`config.mk`:
```
export PLATFORM = sky130hd
export DESIGN_NAME = kv_write_arbiter
export DESIGN_NICKNAME = d
export VERILOG_FILES = /design/src/kv_defines_pkg.sv /design/src/kv_write_arbiter.sv
export SDC_FILE = /design/constraint.sdc
export NUM_CORES = 1
export LEC_CHECK = 0
export BUFFER_PORTS_ARGS = -buffer_cell sky130_fd_sc_hd__clkbuf_2
export CAP_MARGIN = 20
export CELL_PAD_IN_SITES_DETAIL_PLACEMENT = 1
export CELL_PAD_IN_SITES_GLOBAL_PLACEMENT = 1
export CORE_AREA = 2 2 110 59
export DETAILED_ROUTE_END_ITERATION = 12
export DIE_AREA = 0 0 112 61
export PLACE_DENSITY_LB_ADDON = 0.1
export SETUP_SLACK_MARGIN = 0.4
export SLEW_MARGIN = 5
export SYNTH_ARGS = -nofsm -noshare
export SYNTH_HDL_FRONTEND = slang
export SYNTH_SLANG_ARGS = --single-unit
```
`constraint.sdc`:
```
create_clock -name clk -period 1.7 [get_ports clk]
set_input_delay 0.34 -clock clk [delete_from_list [all_inputs] [get_ports clk]]
set_output_delay 0.34 -clock clk [all_outputs]
set_load 0.03 [all_outputs]
```
`src/kv_defines_pkg.sv`:
```
`default_nettype none

package kv_defines_pkg;

    // entries in each bank, key and pcr alike
    localparam int KV_NUM_ENTRIES = 8;
    localparam int KV_ENTRY_W = $clog2(KV_NUM_ENTRIES);

    // dword slots in one entry
    // a client result must fit, DATA_WIDTH/32 <= this
    localparam int KV_ENTRY_DWORDS = 16;
    localparam int KV_OFFSET_W = $clog2(KV_ENTRY_DWORDS);

    // destination-valid bits kept per entry
    localparam int KV_NUM_DEST = 6;

    // whatever is left of the control word above the fields
    localparam int KV_CTRL_RSVD_W = 32 - 1 - KV_ENTRY_W - 1 - KV_NUM_DEST;

    // client control word
    // software writes raw, the client reads fld
    // layout from bit 0 up:
    //   [0]     write_en, self clearing on done
    //   [3:1]   write_entry
    //   [4]     entry_is_pcr, picks the pcr bank
    //   [10:5]  write_dest_vld
    //   [31:11] reserved
    typedef union packed {
        logic [31:0] raw;
        struct packed {
            logic [KV_CTRL_RSVD_W-1:0] rsvd;
            logic [KV_NUM_DEST-1:0]    write_dest_vld;
            logic                      entry_is_pcr;
            logic [KV_ENTRY_W-1:0]     write_entry;
            logic                      write_en;
        } fld;
    } kv_write_ctrl_reg_u;

endpackage

`default_nettype wire
```
`src/kv_write_arbiter.sv`:
```
`timescale 1ns/10ps
`default_nettype none

module kv_write_arbiter #(
    parameter int NUM_CLIENTS = 2,
    localparam int OWNER_W = (NUM_CLIENTS > 1) ? $clog2(NUM_CLIENTS) : 1
) (
    input  logic                                                    clk,
    input  logic                                                    rst_n,
    // one slot per client
    input  logic [NUM_CLIENTS-1:0]                                  req,
    input  logic [NUM_CLIENTS-1:0]                                  wr_entry_is_pcr,
    input  logic [NUM_CLIENTS-1:0][kv_defines_pkg::KV_ENTRY_W-1:0]  wr_entry,
    input  logic [NUM_CLIENTS-1:0][kv_defines_pkg::KV_OFFSET_W-1:0] wr_offset,
    input  logic [NUM_CLIENTS-1:0][31:0]                            wr_data,
    input  logic [NUM_CLIENTS-1:0][kv_defines_pkg::KV_NUM_DEST-1:0] wr_dest_valid,
    output logic [NUM_CLIENTS-1:0]                                  grant,
    // shared vault write port
    output logic                                                    kv_write_en,
    output logic                                                    kv_entry_is_pcr,
    output logic [kv_defines_pkg::KV_ENTRY_W-1:0]                   kv_write_entry,
    output logic [kv_defines_pkg::KV_OFFSET_W-1:0]                  kv_write_offset,
    output logic [31:0]                                             kv_write_data,
    output logic [kv_defines_pkg::KV_NUM_DEST-1:0]                  kv_write_dest_valid
);

    // port held by last_owner during a burst
    logic               owner_vld;
    logic [OWNER_W-1:0] last_owner;
    // this cycle's decision
    logic               sel_vld;
    logic [OWNER_W-1:0] sel;

    always_comb begin
        int idx;
        idx     = 0;
        sel_vld = 1'b0;
        sel     = last_owner;
        if (owner_vld && req[last_owner]) begin
            // burst lock, owner keeps the port until its req falls
            sel_vld = 1'b1;
        end else begin
            // round robin, start one past the last owner
            for (int i = 1; i <= NUM_CLIENTS; i++) begin
                idx = (int'(last_owner) + i) % NUM_CLIENTS;
                if (!sel_vld && req[idx]) begin
                    sel_vld = 1'b1;
                    sel     = OWNER_W'(idx);
                end
            end
        end
    end

    always_comb begin
        grant      = '0;
        grant[sel] = sel_vld;
    end

    always_ff @(posedge clk) begin
        if (!rst_n) begin
            owner_vld  <= 1'b0;
            // client 0 gets first pick
            last_owner <= OWNER_W'(NUM_CLIENTS - 1);
        end else begin
            owner_vld <= sel_vld;
            if (sel_vld) begin
                last_owner <= sel;
            end
        end
    end

    // granted client's fields onto the port
    assign kv_write_en         = |(grant & req);
    assign kv_entry_is_pcr     = wr_entry_is_pcr[sel];
    assign kv_write_entry      = wr_entry[sel];
    assign kv_write_offset     = wr_offset[sel];
    assign kv_write_data       = wr_data[sel];
    assign kv_write_dest_valid = wr_dest_valid[sel];

endmodule

`default_nettype wire

```
==> flow_metrics.tcl <==
set metrics [dict create \
    synth_area_per_cell_um2 10.9 \
    synth_area_um2 687 \
    place_hpwl_mm 3.12 \
    clock_skew_ns 0.00145 \
    utilization 0.389 \
    fin_ws_ns -0.369 \
    die_y_um 61 \
    synth_most_common_cell "mux2_1" \
    n_fill_cell 692 \
    ant_nets 0 \
    cp.required_ns 1.36 \
    p_total_w 0.00145 \
    grt_pass1_wl_mm 5.22 \
    timing.rr.end "last_owner" \
    startpoint "owner_vld" \
    yosys_most_used_dff "dfxtp_1" \
    r2r_cells 6 \
    fin_cells 297 \
    rr_startpoint "owner_vld" \
    drt_iter0_drc 16 \
    cts_sinks 2 \
    first_pass_iters 4 \
    path_clk_slew_ns 0.03 \
    synth_warnings 0 \
    die_area_mm2 0.00683 \
    synthCells 63 \
    min_path_type "in2reg" \
    status "finished with violations" \
    io_buffers 144 \
    violations "negative setup slack" \
    io_pins 145 \
    leakage_nw 1.27 \
    synth_cell_types 16 \
    cts_buffers 3 \
    clock_latency_ns 0.22 \
    slew_viol_final 0 \
    clockBufferDepth 2 \
    rsz0062_at_grt "yes" \
    setup_viol 46 \
    peakVddDrop_mv 0.231 \
    drive_gt1_frac 0.973 \
    hold_violations 0 \
    yosysTopAreaCellShare 0.475 \
    synth_seq_cells 2 \
    cp_max_fo 14 \
    drc 0 \
    cp-endpoint "kv_write_entry[1]" \
    path_class "reg2out" \
    antenna_found_initial 0 \
    dp_cells 288 \
    multi_input_area_um2 769 \
    viasPerCell 3.87 \
    hold-worst-slack_ns 0.300 \
    cellPowerDensity_mw_per_mm2 637 \
    tns_ns -15.26 \
    grt_pass1_vias 1209 \
    synth.largest_area_cell "mux2_1" \
    cts_tree "yes" \
    maxCapViolCount 0 \
    floorplan.initialDensity 0.117 \
    wl_per_cell_um 13.0 \
    cts_root_buffer "clkbuf_16" \
    regArea_um2 42.5 \
    syn2layout_area_growth_pct 232 \
    grt_overflow 0 \
    grt_usage 0.0942 \
    n_antenna_cell 0 \
    r2r_setup_slack_ns 0.40 \
    num_rows 20 \
    routed_wl_mm 3.87 \
    syn_nets 159 \
    start_kind "register" \
    fp.dieW_um 112 \
    place.gp.congestion 0.710 \
    yosysSeqAreaShare 0.0583 \
    async_flop_share 0 \
    grt_max_degree 15 \
    synth_area_leaders "mux2_1 48%, mux2_2 28%, dfxtp_1 5.8%" \
    core_mm2 0.00586 \
    crit_arrival_ns 1.73 \
    synth_common_cells "29 x mux2_1, 17 x mux2_2, 2 x buf_6, 2 x buf_8, 2 x dfxtp_1" \
    cp-end-kind "output pin" \
    fin_nets 318 \
    max_freq_mhz 483 \
    worst_slew_pin_slew_ns 0.218 \
    fin_crit_sh 1.22 \
    synth-edff-count 0 \
    final.min_clock_period_ns 2.07 \
    vias 1150 \
    cts_htree_levels 1 \
    relSlewSlack 0.855 \
]
-- how the worst min path moves through the flow --
stage / end / slack [ns] / cells after the start / start
floorplan: last_owner / 0.40 / 1 / rst_n
detailed placement: last_owner / 0.52 / 2 / rst_n
global placement: last_owner / 0.51 / 2 / rst_n
finish: last_owner / 0.30 / 2 / rst_n
CTS: last_owner / 0.31 / 2 / rst_n
global route: last_owner / 0.31 / 2 / rst_n
-- through the flow --
stage                     worst slack [ns]  instance area (um2)
after floorplan                    -0.0286                  826
after global placement              -0.346                 1680
after CTS                           -0.399                 2120
after detailed placement            -0.356                 1680
after global routing                -0.446                 2280
final                               -0.369                 2280
-- where the power goes --
part / internal [W] / switching, W / total, W
Sequential: 0.0000515 / 0.00000359 / 0.0000551
Clock: 0.000299 / 0.0000489 / 0.000348
Combinational: 0.000586 / 0.000462 / 0.00105
Total: 0.000937 / 0.000515 / 0.00145
-- critical path, stage by stage, from the launching register on --
cell and delay [ns]:
dfxtp_2 0.31, a21bo_1 0.17, a22oi_2 0.22, buf_4 0.18
buf_12 0.16, mux2_4 0.31, clkbuf_8 0.16
-- routing by layer --
metal,global-route usage,vias to the layer above,wire length (um)
met5,0,-,0
met4,0.0296,0,40
met3,0.0270,4,320
met2,0.189,64,2080
met1,0.0998,534,1430
li1,-,548,-
-- timing repair --
action | CTS | global route
resized for setup | 80 | 73
hold buffers | 0 | 0
buffers inserted | 3 | 1
gates cloned | 1 | 1
setup endpoints to repair | 49 | 50
pin swaps | 0 | 2
-- area by class of cell --
| type | count | area share |
|---|---|---|
| sequential | 2 | 0.0187 |
| clock buffer | 3 | 0.0330 |
| timing repair buffer | 159 | 0.566 |
| inverter | 1 | 0.00165 |
| tap | 77 | 0.0423 |
| multi-input combinational | 55 | 0.338 |
-- cell usage in the layout, fill, tap and decap left out, drive strengths merged --
cell type    n
inv          1
mux2        46
or2          1
and2         1
a22oi        1
a21bo        1
nand2        1
xor2         1
dfxtp        2
a21oi        1
o21a         1
buf         33
o21ai        1
clkbuf     129
-- registers in the layout (all words and copies together), names as in the netlist --
| register | cells |
|---|---|
| last_owner | 1 |
| owner_vld | 1 |
-- cell families after synthesis --
| group | share of synthesized area |
|---|---|
| muxes | 0.754 |
| and+or+nand+nor | 0.0237 |
| AOI/OAI and AO/OA | 0.0583 |
| DFF | 0.0583 |
| xor gates and xnor gates | 0.0128 |
| buffers and inverters | 0.0929 |
(Power assumes the default switching activity.)
