### src/kv_defines_pkg.sv
`default_nettype none

package kv_defines_pkg;

    // entries in each bank, key and pcr alike
    localparam int KV_NUM_ENTRIES = 8;
    localparam int KV_ENTRY_W = $clog2(KV_NUM_ENTRIES);

    // dword slots in one entry
    // a client result must fit, DATA_WIDTH/32 <= this
    localparam int KV_ENTRY_DWORDS = 16;
    localparam int KV_OFFSET_W = $clog2(KV_ENTRY_DWORDS);

    // destination-valid bits kept per entry
    localparam int KV_NUM_DEST = 6;

    // whatever is left of the control word above the fields
    localparam int KV_CTRL_RSVD_W = 32 - 1 - KV_ENTRY_W - 1 - KV_NUM_DEST;

    // client control word
    // software writes raw, the client reads fld
    // layout from bit 0 up:
    //   [0]     write_en, self clearing on done
    //   [3:1]   write_entry
    //   [4]     entry_is_pcr, picks the pcr bank
    //   [10:5]  write_dest_vld
    //   [31:11] reserved
    typedef union packed {
        logic [31:0] raw;
        struct packed {
            logic [KV_CTRL_RSVD_W-1:0] rsvd;
            logic [KV_NUM_DEST-1:0]    write_dest_vld;
            logic                      entry_is_pcr;
            logic [KV_ENTRY_W-1:0]     write_entry;
            logic                      write_en;
        } fld;
    } kv_write_ctrl_reg_u;

endpackage

`default_nettype wire
### src/kv_write_client.sv
`timescale 1ns/10ps
`default_nettype none

module kv_write_client #(
    parameter int DATA_WIDTH = 384,
    localparam int DATA_NUM_DWORDS = DATA_WIDTH / 32,
    localparam int DATA_OFFSET_W = (DATA_NUM_DWORDS > 1) ? $clog2(DATA_NUM_DWORDS) : 1
) (
    input  logic                                   clk,
    input  logic                                   rst_n,
    // software control word
    input  logic                                   ctrl_we,
    input  kv_defines_pkg::kv_write_ctrl_reg_u     ctrl_wdata,
    // result side
    input  logic                                   dest_data_avail,
    input  logic [DATA_NUM_DWORDS-1:0][31:0]       dest_data,
    output logic                                   dest_keyvault,
    output logic                                   dest_done,
    // write port towards the arbiter
    input  logic                                   grant,
    output logic                                   req,
    output logic                                   wr_entry_is_pcr,
    output logic [kv_defines_pkg::KV_ENTRY_W-1:0]  wr_entry,
    output logic [kv_defines_pkg::KV_OFFSET_W-1:0] wr_offset,
    output logic [31:0]                            wr_data,
    output logic [kv_defines_pkg::KV_NUM_DEST-1:0] wr_dest_valid
);

    import kv_defines_pkg::*;

    kv_write_ctrl_reg_u       ctrl_reg;
    logic [DATA_OFFSET_W-1:0] read_offset;
    logic                     start;
    logic                     busy;

    // busy from req up to the end of the done pulse
    assign busy = req | dest_done;

    // kick the sequencer once per armed write
    assign start = ctrl_reg.fld.write_en & dest_data_avail & ~busy;

    // control word, loaded whole, write_en drops after done
    always_ff @(posedge clk) begin
        if (!rst_n) begin
            ctrl_reg.raw <= '0;
        end else if (dest_done) begin
            ctrl_reg.fld.write_en <= 1'b0;
        end else if (ctrl_we && !busy) begin
            ctrl_reg.raw <= ctrl_wdata.raw;
        end
    end

    kv_fsm #(
        .DATA_WIDTH(DATA_WIDTH)
    ) u_dest_fsm (
        .clk         (clk),
        .rst_n       (rst_n),
        .start       (start),
        .grant       (grant),
        .req         (req),
        .read_offset (read_offset),
        .write_offset(wr_offset),
        .done        (dest_done)
    );

    // tells the result side the vault is taking its output
    assign dest_keyvault = ctrl_reg.fld.write_en;

    // entry target comes straight from the fields
    assign wr_entry_is_pcr = ctrl_reg.fld.entry_is_pcr;
    assign wr_entry        = ctrl_reg.fld.write_entry;
    assign wr_dest_valid   = ctrl_reg.fld.write_dest_vld;

    // most significant dword goes out first
    assign wr_data = dest_data[DATA_OFFSET_W'(DATA_NUM_DWORDS - 1) - read_offset];

endmodule

`default_nettype wire

### src/kv_fsm.sv
`timescale 1ns/10ps
`default_nettype none

module kv_fsm #(
    parameter int DATA_WIDTH = 384,
    localparam int DATA_NUM_DWORDS = DATA_WIDTH / 32,
    localparam int DATA_OFFSET_W = (DATA_NUM_DWORDS > 1) ? $clog2(DATA_NUM_DWORDS) : 1
) (
    input  logic                                   clk,
    input  logic                                   rst_n,
    input  logic                                   start,
    input  logic                                   grant,
    output logic                                   req,
    output logic [DATA_OFFSET_W-1:0]               read_offset,
    output logic [kv_defines_pkg::KV_OFFSET_W-1:0] write_offset,
    output logic                                   done
);

    // state bit, low is idle, high is busy
    logic busy;
    // final dword accepted this cycle
    logic last_dword;

    // request is simply the busy state
    assign req = busy;

    assign last_dword = busy && grant &&
                        (read_offset == DATA_OFFSET_W'(DATA_NUM_DWORDS - 1));

    always_ff @(posedge clk) begin
        if (!rst_n) begin
            busy         <= 1'b0;
            read_offset  <= '0;
            write_offset <= '0;
            done         <= 1'b0;
        end else begin
            // one-cycle pulse after the last write
            done <= last_dword;
            if (!busy) begin
                // offsets sit at zero while idle
                if (start) begin
                    busy <= 1'b1;
                end
            end else if (grant) begin
                if (last_dword) begin
                    // back to idle, ready for the next entry
                    busy         <= 1'b0;
                    read_offset  <= '0;
                    write_offset <= '0;
                end else begin
                    // both sides step together on a granted cycle
                    read_offset  <= read_offset + DATA_OFFSET_W'(1);
                    write_offset <= write_offset + kv_defines_pkg::KV_OFFSET_W'(1);
                end
            end
            // no grant, offsets hold
        end
    end

endmodule

`default_nettype wire

### config.mk
export PLATFORM = sky130hd
export DESIGN_NAME = kv_write_client
export DESIGN_NICKNAME = d
export VERILOG_FILES = /design/src/kv_defines_pkg.sv /design/src/kv_write_client.sv /design/src/kv_fsm.sv
export SDC_FILE = /design/constraint.sdc
export NUM_CORES = 1
export LEC_CHECK = 0
export BUFFER_PORTS_ARGS = -buffer_cell sky130_fd_sc_hd__buf_4
export CORE_AREA = 2 2 182 184
export CTS_BUF_LIST = sky130_fd_sc_hd__clkbuf_8 sky130_fd_sc_hd__clkbuf_16
export CTS_CLUSTER_DIAMETER = 80
export DETAILED_ROUTE_END_ITERATION = 8
export DIE_AREA = 0 0 184 186
export GPL_TIMING_DRIVEN = 0
export PLACE_DENSITY_LB_ADDON = 0.08
export SLEW_MARGIN = 20
export SYNTH_ARGS = -nofsm -noshare
export SYNTH_HDL_FRONTEND = slang
export SYNTH_HIERARCHICAL = 1
export SYNTH_SLANG_ARGS = --single-unit
### constraint.sdc
create_clock -name clk -period 3 [get_ports clk]
set_input_delay 0.15 -clock clk [delete_from_list [all_inputs] [get_ports clk]]
set_output_delay 0.15 -clock clk [all_outputs]
set_load 0.005 [all_outputs]
==> out/qor.csv <==
stage;metric;value;unit
status;run_status;finished, final reports clean;
logic_synthesis;synth_area_per_cell;11.9;um2
placed_design;hpwl;23200;um
logic_synthesis;ys_types;29;
logic_synthesis;synthesis.area;3710;um2
power;powerDensity;172;nW/um2
cells_and_area;mostFrequentLayoutCells;buf_4 (450), mux4_2 (96), nand2_1 (70), a22oi_1 (32), dfxtp_1 (21);
clocking;clkTransAtPathRegs;0.06;ns
cells_and_area;largest_reg_flops;11;
placed_design;dp.cells;1168;
placed_design;post-place-ws;0.432;ns
placed_design;portBuffers;448;
detailed_routing;num_vias;4750;
sta;hold_viol;0;
clocking;cts_made_buffers;3;
floorplan;die_h;186;um
detailed_routing;drt_iter0_drc;158;
clocking;cts_tree;built;
sta;report.final.setup_viol;0;
detailed_routing;drc;0;
sta;period_needed;2.72;ns
cells_and_area;finalInstanceArea;7660;um2
logic_synthesis;synth_edf_count;0;
sta;drv_slew;0;
setup_path;arrival;2.57;ns
setup_path;cp.required;2.85;ns
cells_and_area;fillCellCount;3589;
global_route;overflow;0;
clocking;cts_root_buf;clkbuf_16;
floorplan;initial_core_util;0.115;
clocking;postCtsSetupBuffers;0;
detailed_routing;wl_per_cell;22.7;um
logic_synthesis;synth_nets;735;
sta;worstMarginPinSlew;0.865;ns
power;p_leak;3.41;nW
min_path;worstHoldPathType;input port to flip-flop;
cells_and_area;instances_no_fill;1173;
logic_synthesis;synthArstFlopShare;0;
global_route;antenna_found_initial;1;
global_route;grt_use_total;0.147;
floorplan;io_pins;470;
global_route;grt_pass1_wl;36700;um
placed_design;gp_congestion;0.740;
sta;setup_ws;0.283;ns
clocking;h-tree-depth;1;
power;peakVddDrop;0.000163;V
detailed_routing;post_drt_via_cell_ratio;4.05;
global_route;grt_start_max_net_pins;12;
power;pwr-share-seq;0.226;
cells_and_area;finalNetCount;1188;
power;p_int;1.00;mW
detailed_routing;dr.pass1.iters;4;
logic_synthesis;synth_seq_cells;21;
floorplan;coreArea;32200;um2
placed_design;place_area;7580;um2
logic_synthesis;syn-instance-count;312;
run;maxCapViolCount;0;
floorplan;die_w;184;um
global_route;grt_pass1_vias;5533;
clocking;clockBufferDepth;2;
cells_and_area;drive_gt1_frac;0.741;
logic_synthesis;ys_seq_area_frac;0.113;
floorplan;dieArea;34200;um2
setup_path;critPathCaptureType;primary output;
sta;fin_hold_ws;0.159;ns
sta;clock_skew;0.00295;ns
setup_path;crit_path_max_fanout;10;
floorplan;rows;66;
clocking;cts.hold.buffers_added;0;
sta;timing.final.crit_share;0.906;
cells_and_area;mostFrequentLayoutCell;buf_4;
detailed_routing;ant_nets;0;
power;combinationalPowerShare;0.561;
power;finalPower;1.32;mW
clocking;insertion_delay;0.25;ns
sta;final.setup.tns;0;ns
logic_synthesis;synth_ff_type;dfxtp_1;
sta;rsz0062_at_grt;false;
sta;slew_headroom;0.424;
clocking;cts_resized;0;
cells_and_area;synthToLayoutAreaGrowth;107;%
sta;max_freq;0.368;GHz
clocking;cts_num_sinks;21;
power;clock_power_share;0.213;
setup_path;criticalPathCategory;flip-flop to primary output;
power;p_sw;0.315;mW
power;netSwitchingFraction;0.239;
logic_synthesis;ys_warn_count;6;
detailed_routing;wirelength;26700;um
setup_path;cp-start-kind;flip-flop;
cells_and_area;fin_util;0.238;
==> power groups by stage <==
stage               sequential (mW)  combinational, mW  clock [mW]
floorplan                     0.304              0.233           0
global placement              0.305              0.749           0
detailed placement            0.304              0.751           0
CTS                           0.298              0.753       0.292
global route                  0.300              0.800       0.307
finish                        0.298              0.740       0.280
==> path summary, 6_finish.rpt <==
| path | from | end | slack (ns) | cells past startpoint |
|---|---|---|---|---|
| setup reg to reg | u_dest_fsm/req | ctrl_reg[0] | 1.50 | 4 |
| hold / removal | ctrl_wdata[8] | ctrl_reg[8] | 0.16 | 3 |
| hold reg to reg | u_dest_fsm/done | ctrl_reg[0] | 0.49 | 1 |
| setup / recovery | u_dest_fsm/read_offset[1] | wr_data[7] | 0.28 | 6 |
==> per-layer routing <==
metal | share of wire | up-vias | GRT usage
li1 | - | 2197 | -
met1 | 0.37 | 2310 | 0.168
met2 | 0.55 | 223 | 0.286
met3 | 0.061 | 20 | 0.0292
met4 | 0.016 | 0 | 0.0240
met5 | 0 | - | 0
==> kinds of logic after synthesis <==
group / share of synthesized area
buffers and inverters: 0.0574
flip-flops: 0.113
adder cells (fa/ha/maj): 0.00675
AND/OR/NAND/NOR: 0.125
AO/OA/AOI/OAI: 0.0796
multiplexers: 0.613
XOR/XNOR: 0.00473
==> synth_stat cells (4+ instances only) <==
library cell	n	area share
mux4_2	96	0.58
nand2_1	70	0.071
a22oi_1	32	0.065
dfxtp_1	21	0.11
clkbuf_1	18	0.018
nor2b_1	12	0.020
mux2i_1	11	0.030
buf_2	9	0.012
nor2_1	5	0.0051
buf_6	4	0.012
nand3_1	4	0.0054
or3_1	4	0.0067
==> area by class of cell <==
cell class,instances,area [um2],share of cell area
clock inverters,1,3.75,0.000490
diodes,1,2.50,0.000327
flip-flops and latches,21,420,0.0549
well taps,408,510,0.0666
clock buffers,3,75.1,0.00980
repair buffers,448,3360,0.439
multi-input cells,256,3070,0.401
plain buffers,35,213,0.0278
==> critical path: stages (launching register included) <==
cell      delay, ns
dfxtp_1        0.39
clkbuf_1       0.32
clkbuf_1       0.70
mux4_2         0.50
a22oi_1        0.18
nand2_1        0.07
buf_4          0.14
(Power assumes the default switching activity.)
